File: config.mk
export PLATFORM = sky130hd
export DESIGN_NAME = timer_top
export DESIGN_NICKNAME = d
export VERILOG_FILES = /design/src/hw/timer_pkg.sv /design/src/hw/timer_top.sv /design/src/hw/timer_regs.sv /design/src/hw/mmss_countdown.sv /design/src/hw/tick_prescaler.sv /design/src/hw/bcd_down_digit.sv
export SDC_FILE = /design/constraint.sdc
export NUM_CORES = 1
export LEC_CHECK = 0
export BUFFER_PORTS_ARGS = -buffer_cell sky130_fd_sc_hd__buf_4
export CORE_ASPECT_RATIO = 1.5
export CORE_UTILIZATION = 55
export CTS_CLUSTER_SIZE = 12
export DETAILED_ROUTE_END_ITERATION = 10
export GPL_TIMING_DRIVEN = 1
export PLACE_DENSITY_LB_ADDON = 0.15
export SLEW_MARGIN = 20
export SYNTH_ARGS = -nofsm -noshare
export SYNTH_HDL_FRONTEND = slang
export SYNTH_HIERARCHICAL = 1
export SYNTH_SLANG_ARGS = --single-unit
File: constraint.sdc
create_clock -name clk -period 12.1 [get_ports clk]
set_input_delay 2.42 -clock clk [delete_from_list [all_inputs] [get_ports clk]]
set_output_delay 2.42 -clock clk [all_outputs]
set_load 0.01 [all_outputs]
File: src/hw/timer_pkg.sv
package timer_pkg;

    // ########################################
    // sizes
    // ########################################

    localparam int CMD_DEPTH  = 4;                        // also the starting credit count.
    localparam int CMD_PTR_W  = $clog2(CMD_DEPTH);
    localparam int CMD_CNT_W  = $clog2(CMD_DEPTH + 1);
    localparam int PRESCALE_W = 12;
    localparam int DIGIT_W    = 4;
    localparam int NUM_DIGITS = 4;                        // mm:ss.
    localparam int PAD_W      = PRESCALE_W - DIGIT_W;

    // divisor after reset, and the floor for a zero divisor.
    localparam logic [PRESCALE_W-1:0] PRESCALE_RESET = PRESCALE_W'(1);

    // ########################################
    // command word
    // ########################################

    typedef enum logic [1:0] {
        CMD_DIGIT    = 2'd0,                              // shift one digit in.
        CMD_PRESCALE = 2'd1,
        CMD_START    = 2'd2,
        CMD_STOP     = 2'd3
    } cmd_op_e;

    typedef struct packed {
        logic [PAD_W-1:0]   pad;
        logic [DIGIT_W-1:0] value;
    } digit_view_t;

    // same 12 bits, read by opcode.
    typedef union packed {
        digit_view_t           digit;
        logic [PRESCALE_W-1:0] prescale;
    } cmd_payload_u;

    typedef struct packed {
        cmd_op_e      op;
        cmd_payload_u payload;
    } cmd_word_t;

    // ########################################
    // display
    // ########################################

    typedef struct packed {
        logic [DIGIT_W-1:0] min_tens;
        logic [DIGIT_W-1:0] min_unit;
        logic [DIGIT_W-1:0] sec_tens;
        logic [DIGIT_W-1:0] sec_unit;
    } mmss_t;

endpackage
File: src/hw/timer_top.sv
`timescale 1ns/1ps

module timer_top
    import timer_pkg::*;
(
    input  logic      clk,
    input  logic      rst_n,
    input  logic      cmd_valid,
    input  cmd_word_t cmd,
    output logic      cmd_credit,
    output mmss_t     display,
    output logic      finished,
    output logic      running
);

    logic                  run;
    logic [PRESCALE_W-1:0] prescale;
    logic                  load_en;
    logic [DIGIT_W-1:0]    load_digit;
    logic                  tick;

    timer_regs u_regs (
        .clk       (clk),
        .rst_n     (rst_n),
        .cmd_valid (cmd_valid),
        .cmd       (cmd),
        .finished  (finished),
        .cmd_credit(cmd_credit),
        .run       (run),
        .prescale  (prescale),
        .load_en   (load_en),
        .load_digit(load_digit)
    );

    tick_prescaler u_prescaler (
        .clk     (clk),
        .rst_n   (rst_n),
        .run     (run),
        .prescale(prescale),
        .tick    (tick)
    );

    mmss_countdown u_countdown (
        .clk       (clk),
        .rst_n     (rst_n),
        .tick      (tick),
        .load_en   (load_en),
        .load_digit(load_digit),
        .display   (display),
        .finished  (finished)
    );

    assign running = run;

endmodule

File: src/hw/timer_regs.sv
`timescale 1ns/1ps

module timer_regs
    import timer_pkg::*;
(
    input  logic                  clk,
    input  logic                  rst_n,
    input  logic                  cmd_valid,
    input  cmd_word_t             cmd,
    input  logic                  finished,
    output logic                  cmd_credit,
    output logic                  run,
    output logic [PRESCALE_W-1:0] prescale,
    output logic                  load_en,
    output logic [DIGIT_W-1:0]    load_digit
);

    cmd_word_t            fifo_mem [CMD_DEPTH];
    cmd_word_t            head;
    logic [CMD_PTR_W-1:0] wr_ptr;
    logic [CMD_PTR_W-1:0] rd_ptr;
    logic [CMD_CNT_W-1:0] fill;
    logic                 full;
    logic                 empty;
    logic                 push;
    logic                 pop;

    // ########################################
    // command FIFO
    // ########################################

    assign full  = (fill == CMD_CNT_W'(CMD_DEPTH));
    assign empty = (fill == '0);
    assign push  = cmd_valid & ~full;                     // overflow is dropped.
    assign pop   = ~empty;                                // one command per cycle.
    assign head  = fifo_mem[rd_ptr];

    always_ff @(posedge clk) begin
        if (push) begin
            fifo_mem[wr_ptr] <= cmd;
        end
    end

    always_ff @(posedge clk) begin
        if (!rst_n) begin
            wr_ptr <= '0;
            rd_ptr <= '0;
            fill   <= '0;
        end else begin
            if (push) begin
                wr_ptr <= (wr_ptr == CMD_PTR_W'(CMD_DEPTH - 1)) ? '0 : wr_ptr + 1'b1;
            end
            if (pop) begin
                rd_ptr <= (rd_ptr == CMD_PTR_W'(CMD_DEPTH - 1)) ? '0 : rd_ptr + 1'b1;
            end
            case ({push, pop})
                2'b10:   fill <= fill + 1'b1;
                2'b01:   fill <= fill - 1'b1;
                default: fill <= fill;
            endcase
        end
    end

    // ########################################
    // decode
    // ########################################

    // digits are ignored while counting.
    assign load_en    = pop & (head.op == CMD_DIGIT) & ~run;
    assign load_digit = head.payload.digit.value;

    always_ff @(posedge clk) begin
        if (!rst_n) begin
            prescale <= PRESCALE_RESET;
        end else if (pop && head.op == CMD_PRESCALE) begin
            prescale <= head.payload.prescale;
        end
    end

    always_ff @(posedge clk) begin
        if (!rst_n) begin
            cmd_credit <= 1'b0;
            run        <= 1'b0;
        end else begin
            cmd_credit <= pop;                            // every pop returns a credit.
            if (finished) begin
                run <= 1'b0;                              // also blocks a start at 00:00.
            end else if (pop && head.op == CMD_START) begin
                run <= 1'b1;
            end else if (pop && head.op == CMD_STOP) begin
                run <= 1'b0;
            end
        end
    end

    // ########################################
    // checks
    // ########################################

    a_no_overflow : assert property (
        @(posedge clk) disable iff (!rst_n)
        cmd_valid |-> !full
    ) else $error("command sent without credit, FIFO full");

    // run must drop on the edge after the display hits 00:00.
    a_stop_at_zero : assert property (
        @(posedge clk) disable iff (!rst_n)
        finished && $past(finished) |-> !run
    ) else $error("still running one cycle after finish");

endmodule

File: src/hw/mmss_countdown.sv
`timescale 1ns/1ps

module mmss_countdown
    import timer_pkg::*;
(
    input  logic               clk,
    input  logic               rst_n,
    input  logic               tick,
    input  logic               load_en,
    input  logic [DIGIT_W-1:0] load_digit,
    output mmss_t              display,
    output logic               finished
);

    // index 0 is the seconds units, index 3 the minutes tens.
    logic [NUM_DIGITS-1:0][DIGIT_W-1:0] cnt;
    logic [NUM_DIGITS-1:0][DIGIT_W-1:0] load_in;
    logic [NUM_DIGITS-1:0]              dec_in;
    logic [NUM_DIGITS-1:0]              borrow_out;
    logic [NUM_DIGITS-1:0]              zero_f;
    logic                               step;

    // ########################################
    // chain wiring
    // ########################################

    // no step once at 00:00, even if a tick is still in flight.
    assign step = tick & ~finished;

    assign dec_in  = {borrow_out[NUM_DIGITS-2:0], step};  // borrow ripple.
    assign load_in = {cnt[NUM_DIGITS-2:0], load_digit};   // shift toward min tens.

    // one units digit and one tens digit per pair.
    for (genvar p = 0; p < NUM_DIGITS / 2; p++) begin : g_pair
        bcd_down_digit #(
            .MODULUS(10)
        ) u_unit (
            .clk       (clk),
            .rst_n     (rst_n),
            .dec       (dec_in[2*p]),
            .load      (load_en),
            .load_value(load_in[2*p]),
            .count     (cnt[2*p]),
            .borrow    (borrow_out[2*p]),
            .zero      (zero_f[2*p])
        );

        bcd_down_digit #(
            .MODULUS(6)
        ) u_tens (
            .clk       (clk),
            .rst_n     (rst_n),
            .dec       (dec_in[2*p+1]),
            .load      (load_en),
            .load_value(load_in[2*p+1]),
            .count     (cnt[2*p+1]),
            .borrow    (borrow_out[2*p+1]),
            .zero      (zero_f[2*p+1])
        );
    end

    assign display  = mmss_t'(cnt);
    assign finished = &zero_f;

    // ########################################
    // checks
    // ########################################

    // loads only happen while stopped, ticks only while running.
    a_tick_vs_load : assert property (
        @(posedge clk) disable iff (!rst_n)
        !(tick && load_en)
    ) else $error("tick and load_en high together");

endmodule

File: src/hw/tick_prescaler.sv
`timescale 1ns/1ps

module tick_prescaler
    import timer_pkg::*;
(
    input  logic                  clk,
    input  logic                  rst_n,
    input  logic                  run,
    input  logic [PRESCALE_W-1:0] prescale,
    output logic                  tick
);

    logic [PRESCALE_W-1:0] cnt;
    logic [PRESCALE_W-1:0] cur;
    logic [PRESCALE_W-1:0] div_eff;
    logic                  run_q;

    assign div_eff = (prescale == '0) ? PRESCALE_RESET : prescale;   // 0 acts as 1.

    // a fresh start counts from zero.
    assign cur = (run && !run_q) ? '0 : cnt;

    // >= so a shrunken divisor mid-run still fires.
    assign tick = run && (cur >= div_eff - 1'b1);

    always_ff @(posedge clk) begin
        if (!rst_n) begin
            cnt   <= '0;
            run_q <= 1'b0;
        end else begin
            run_q <= run;
            if (run) begin
                cnt <= tick ? '0 : cur + 1'b1;
            end                                           // held while stopped.
        end
    end

endmodule

File: src/hw/bcd_down_digit.sv
`timescale 1ns/1ps

module bcd_down_digit
    import timer_pkg::*;
#(
    parameter int MODULUS = 10
) (
    input  logic               clk,
    input  logic               rst_n,
    input  logic               dec,
    input  logic               load,
    input  logic [DIGIT_W-1:0] load_value,
    output logic [DIGIT_W-1:0] count,
    output logic               borrow,
    output logic               zero
);

    localparam logic [DIGIT_W-1:0] TOP = DIGIT_W'(MODULUS - 1);

    logic [DIGIT_W-1:0] load_sat;

    // a 7 shifted into a tens place shows as 5.
    assign load_sat = (load_value > TOP) ? TOP : load_value;

    assign zero   = (count == '0);
    assign borrow = dec & zero;                           // next digit up steps too.

    always_ff @(posedge clk) begin
        if (!rst_n) begin
            count <= '0;
        end else if (load) begin
            count <= load_sat;
        end else if (dec) begin
            if (zero) begin
                count <= TOP;                             // wrap.
            end else begin
                count <= count - 1'b1;
            end
        end
    end

    // ########################################
    // checks
    // ########################################

    a_count_range : assert property (
        @(posedge clk) disable iff (!rst_n)
        int'(count) < MODULUS
    ) else $error("bcd digit out of range: %0d (modulus %0d)", count, MODULUS);

endmodule

==> results.toml, run 1 <==
[clock_tree]
cts_resized = 0
cts.path.max_buffers = 2
worstSkewPairLatency_ns = 0.35
cts_buffers = 9
clockRootBuffer = "clkbuf_16"
htreeDepth = 3
tritoncts = "yes"
cts_sinks = 108
hold_buffers = 0
clk_pin_slew_worst_paths_ns = 0.07
cts_setup_buffers = 0

[sta]
worst_pin_slew_ns = 0.780
slew_viol_final = 0
final-setup-viol-count = 0
setup_tns_ns = 0
fin_crit_sh_pct = 54.6
rsz0062_at_grt = "no"
fin_worst_skew_ns = 0.00803
period_minus_slack_ns = 6.61
slew_headroom_pct = 48.0
fmax_mhz = 151
hold_violations = 0
worst_slack_ns = 5.49

[detailed_routing]
drt_iter0_markers = 194
firstDrtPassIters = 4
wire_per_inst_um = 16.2
drtAntennaViolNets = 0
finalWirelength_mm = 10.3
vias_per_cell = 6.02
num_vias = 3821
drcViolationCount = 0

[floorplan]
row_count = 44
start_util_pct = 56.5
die_w_um = 83.2
die_area_sq_um = 10300
io_pins = 36
die_h_um = 124
core_area_sq_um = 9630

[hold_path]
hp-class = "reg2reg"
min_to = "u_countdown/g_pair[1].u_tens/count[3]$_SDFFE_PN0P_"
min_from = "u_countdown/g_pair[1].u_tens/count[3]$_SDFFE_PN0P_"
hold-path-cell-count = 2

[global_route]
antenna_found_initial = 0
grt_max_degree = 44
grt_overflow_total = 0
grt_pass1_wl_mm = 17.1
grt_pass1_vias = 3644
grt_use_total_pct = 21.2

[critical_path]
cp.required_ns = 12.34
r2r_start = "u_regs/prescale[6]$_SDFFE_PN0P_"
rr_endpoint = "u_countdown/g_pair[1].u_tens/count[2]$_SDFFE_PN0P_"
cp-end-kind = "flop"
crit_type = "reg2reg"
r2r_setup_slack_ns = 5.49
worst_path_largest_cell_delay_ns = 0.57
crit_chain = "or4_4 > nor4b_4 > a31oi_1 > ha_1 > nand2_1 > nor4_1 > xnor2_1 > ha_1 > and4_1 > nor3b_1 > nand2_1 > a21oi_1 > nor2b_2 > nor4b_4 > nor2b_1 > or3b_4 > nor3_1 > nor4b_4 > nor2b_1 > or3b_4 > and2_0 > o311a_1"
crit_fanout = 8
cp-start-kind = "flop"
cp_common_cell = "nor4b_4"
cp.arrival_ns = 6.84
reg2reg_depth = 22
cp_slowest_cell = "or4_4"

[final_layout]
n_antenna_cell = 0
n_fill_cell = 794
layout_commonest_cell = "edfxtp_1"
mostFrequentLayoutCells = "edfxtp_1 (56), dfxtp_1 (52), buf_4 (40), nand2_1 (36), nand3_1 (32)"
final_layout_size_suffix_gt1_share_pct = 17.3
nNetsFinal = 552
syn2layout_area_growth_pct = 11.5
instances_no_fill = 635

[placement]
place.gp.congestion = 0.842
dp_slack_ns = 5.60
post-dp-hpwl_mm = 7.15
dp.cells = 619
numPortBuffers = 35

[synth]
synth_cells = 489
synth.cell_area_sq_um = 5440
yosysWarnings = 6
avgSynthCellArea_sq_um = 11.1
synthesis.nets = 526

[power_and_ir_drop]
power_w = 0.00128
pwr_density_cell_nw_per_um2 = 210
leakage_nw = 2.17
ir_worst_vdd_v = 0.000182

[job]
cap_violations = 0

[outcome]
status = "completed"
per-stage QoR:
stage               hold slack, ns  util, %  cell area [sq um]
finish                       0.472     63.0               6070
global route                 0.512     63.0               6070
CTS                          0.475     63.0               6070
detailed placement           0.463     59.7               5750
global placement             0.466     59.7               5750
floorplan                    0.445        -               5440
critical path, delay by kind of cell, from the launching register on:
family / cells / cell delay, ns
AND/OR/NAND/NOR: 16 / 4.80
AO/OA/AOI/OAI: 3 / 0.66
adder cells (fa/ha/maj): 2 / 0.55
flip-flops: 1 / 0.35
XOR/XNOR: 1 / 0.14
flip-flops by register name, summed over array words and instances, names as in the netlist, named ones only:
signal and count:
u_prescaler/run_q 1, u_regs/run 1, u_regs/wr_ptr 2, u_regs/cmd_credit 1, u_prescaler/cnt 12, u_regs/prescale 12
u_countdown/g_pair.u_unit/count 8, u_regs/fill 3, u_regs/rd_ptr 2, u_countdown/g_pair.u_tens/count 8, u_regs/fifo_mem 56
cell type report:
| class | instances | area [sq um] | area share, % |
|---|---|---|---|
| inverter | 23 | 86.3 | 1.42 |
| clock inverter | 7 | 88.8 | 1.46 |
| clock buffer | 9 | 225 | 3.71 |
| timing repair buffer | 40 | 300 | 4.95 |
| multi-input combinational | 333 | 2500 | 41.2 |
| sequential | 108 | 2720 | 44.9 |
| tap | 115 | 144 | 2.37 |
power by group:
part	internal, W	total (W)	switching (W)
clock network	0.000166	0.000305	0.000139
registers	0.000443	0.000509	0.0000661
logic	0.000209	0.000462	0.000253
total	0.000817	0.00128	0.000458
routing by layer:
layer / vias up / GRT usage, % / share of wire (%)
met5: - / 0 / 0
met4: 0 / 12.1 / 3.0
met3: 24 / 2.78 / 2.7
met2: 80 / 40.3 / 54
met1: 1825 / 22.7 / 40
li1: 1892 / - / -
worst max-delay path by stage:
stage	start	endpoint	slack (ns)	cells after the start
finish	u_regs/prescale[6]$_SDFFE_PN0P_	u_countdown/g_pair[1].u_tens/count[2]$_SDFFE_PN0P_	5.49	22
global route	u_regs/prescale[7]$_SDFFE_PN0P_	u_countdown/g_pair[1].u_tens/count[2]$_SDFFE_PN0P_	5.06	22
CTS	u_regs/prescale[6]$_SDFFE_PN0P_	u_countdown/g_pair[1].u_tens/count[2]$_SDFFE_PN0P_	5.53	22
detailed placement	u_regs/prescale[7]$_SDFFE_PN0P_	u_countdown/g_pair[1].u_tens/count[2]$_SDFFE_PN0P_	5.60	22
global placement	u_regs/prescale[7]$_SDFFE_PN0P_	u_countdown/g_pair[1].u_tens/count[2]$_SDFFE_PN0P_	5.84	22
floorplan	u_regs/prescale[7]$_SDFFE_PN0P_	u_countdown/g_pair[1].u_tens/count[2]$_SDFFE_PN0P_	6.26	22
Power figures use the tool's default switching activity.
==> inputs of run 2 (changes only) <==
--- a/config.mk
+++ b/config.mk
@@ -5,6 +5,7 @@
 export SDC_FILE = /design/constraint.sdc
 export NUM_CORES = 1
 export LEC_CHECK = 0
+export ABC_AREA = 1
 export BUFFER_PORTS_ARGS = -buffer_cell sky130_fd_sc_hd__buf_4
 export CORE_ASPECT_RATIO = 1.5
 export CORE_UTILIZATION = 55
==> constraint.sdc (replaced) <==
create_clock -name clk -period 6.6 [get_ports clk]
set_input_delay 1.32 -clock clk [delete_from_list [all_inputs] [get_ports clk]]
set_output_delay 1.32 -clock clk [all_outputs]
set_load 0.01 [all_outputs]
==> run 2 against run 1 <==
Effect of this change:
- final cell count grew 35%
- critical path depth grew 9
- setup slack lost 3.0 ns
- combinational power grew to 2.6 times the previous value
- critical path type unchanged
- critical endpoint is now u_countdown/g_pair[1].u_tens/count[0]$_SDFFE_PN0P_
- largest power group is now combinational cells
==> results.toml, run 2 <==
[outcome]
status = "completed"

[detailed_routing]
drtAntennaViolNets = 0
drt_iter0_markers = 212
firstDrtPassIters = 7
finalWirelength_mm = 10.6
drcViolationCount = 0
wire_per_inst_um = 12.4
num_vias = 4450
vias_per_cell = 5.17

[critical_path]
cp-start-kind = "flop"
r2r_setup_slack_ns = 2.49
cp.arrival_ns = 4.39
worst_path_largest_cell_delay_ns = 0.41
crit_path_start = "u_regs/prescale[4]$_SDFFE_PN0P_"
crit_fanout = 5
cp_common_cell = "nor2_1"
cp_slowest_cell = "dfxtp_1"
cp-end-kind = "flop"
cp_top_family = "simple AND/OR/NAND/NOR gates"
crit_type = "reg2reg"
cp.required_ns = 6.88
r2r_start = "u_regs/prescale[4]$_SDFFE_PN0P_"
critPathBufInv = 6

[final_layout]
reg.largest.list = "u_regs/fifo_mem: 56 flops, u_prescaler/cnt: 12 flops, u_regs/prescale: 12 flops"
regMostFlops = "u_regs/fifo_mem"
syn2layout_area_growth_pct = 11.5
mostFrequentLayoutCells = "nand2_1 (149), nor2_1 (108), inv_1 (101), edfxtp_1 (56), dfxtp_1 (52)"
final_layout_size_suffix_gt1_share_pct = 14.4
nNetsFinal = 777
layout_commonest_cell = "nand2_1"
n_antenna_cell = 0
largest_register_ffs = 56

[global_route]
grt_overflow_total = 0
antenna_found_initial = 0
grt_pass1_vias = 4148
grt_use_total_pct = 20.8
grt_max_degree = 32
grt_pass1_wl_mm = 17.6

[clock_tree]
cts_buffers = 9
htreeDepth = 3
clk_pin_slew_worst_paths_ns = 0.07
cts_resized = 0
cts.path.max_buffers = 2
worstSkewPairLatency_ns = 0.35
tritoncts = "yes"
cts_setup_buffers = 0
hold_buffers = 0
clockRootBuffer = "clkbuf_16"
cts_sinks = 108

[synth]
synthesis.nets = 742
synth_cells = 705
yosysWarnings = 6
synth.cell_area_sq_um = 5640
avgSynthCellArea_sq_um = 8.00

[power_and_ir_drop]
power_w = 0.00273
leakage_nw = 2.83
pwr_density_cell_nw_per_um2 = 433
ir_worst_vdd_v = 0.000248

[floorplan]
die_w_um = 84.7
die_area_sq_um = 10700
start_util_pct = 57.6
row_count = 44
io_pins = 36
die_h_um = 126
core_area_sq_um = 9800

[sta]
period_minus_slack_ns = 4.11
slew_headroom_pct = 34.6
timing.hold.ws_ns = 0.464
rsz0062_at_grt = "no"
fin_crit_sh_pct = 62.3
slew_viol_final = 0
setup_tns_ns = 0
hold_violations = 0
final-setup-viol-count = 0
fmax_mhz = 243
fin_worst_skew_ns = 0.00630
worst_pin_slew_ns = 0.979

[hold_path]
min_from = "u_prescaler/cnt[11]$_SDFFE_PN0P_"
hp-class = "reg2reg"

[placement]
numPortBuffers = 35
place.gp.congestion = 0.893
post-dp-hpwl_mm = 7.63

[job]
cap_violations = 0
[run 2: changes by cell type in the layout (fill, tap and decap cells not counted), sizes merged, moves of 11 or more]
| cell | change |
|---|---|
| inv | +86 |
| nor2 | +98 |
| a21boi | -16 |
| nor4 | -12 |
| o22ai | +12 |
| and2 | -16 |
| mux4 | -16 |
| a21oi | +11 |
| nand2 | +131 |
| o21ai | +25 |
[run 2: per-stage QoR]
stage	worst slack [ns]	utilization, %	cells	instance area [sq um]
floorplan	2.96	-	705	5640
global placement	2.70	61.0	844	5980
detailed placement	2.52	61.0	844	5980
CTS	2.47	64.2	860	6290
global route	1.84	64.2	860	6290
finish	2.49	64.2	860	6290
[run 2: where the power goes]
part	leakage, nW	switching [W]	internal, W	total, W
Combinational	1.74	0.000764	0.000436	0.00120
Sequential	0.937	0.000142	0.000840	0.000982
Clock	0.155	0.000248	0.000297	0.000546
[run 2: final timing paths]
kind	cells past startpoint	to
setup / recovery	31	u_countdown/g_pair[1].u_tens/count[0]$_SDFFE_PN0P_
setup reg to reg	31	u_countdown/g_pair[1].u_tens/count[0]$_SDFFE_PN0P_
hold reg to reg	2	u_prescaler/cnt[11]$_SDFFE_PN0P_
hold / removal	2	u_prescaler/cnt[11]$_SDFFE_PN0P_
[run 2: area by class of cell]
cell class / count / area (sq um)
flip-flops and latches: 108 / 2720
clock inverters: 5 / 48.8
clock buffers: 11 / 264
fillers: 835 / 3510
repair buffers: 40 / 300
inverters: 110 / 413
multi-input cells: 471 / 2400
well taps: 115 / 144
[run 2: routing by layer]
layer	up-vias	track usage, %	wire (um)
li1	2335	-	-
met1	2020	21.9	4380
met2	78	40.0	5730
met3	17	3.28	299
met4	0	9.57	221
met5	-	0	0
[run 2: worst reg2reg max path, delay by kind of cell (launching register included)]
family                   cells  cell delay (ns)
buffers and inverters        6             0.35
AO/OA/AOI/OAI                3             0.46
AND/OR/NAND/NOR             19             2.17
XOR/XNOR                     1             0.14
flip-flops                   1             0.41
adder cells (fa/ha/maj)      2             0.52
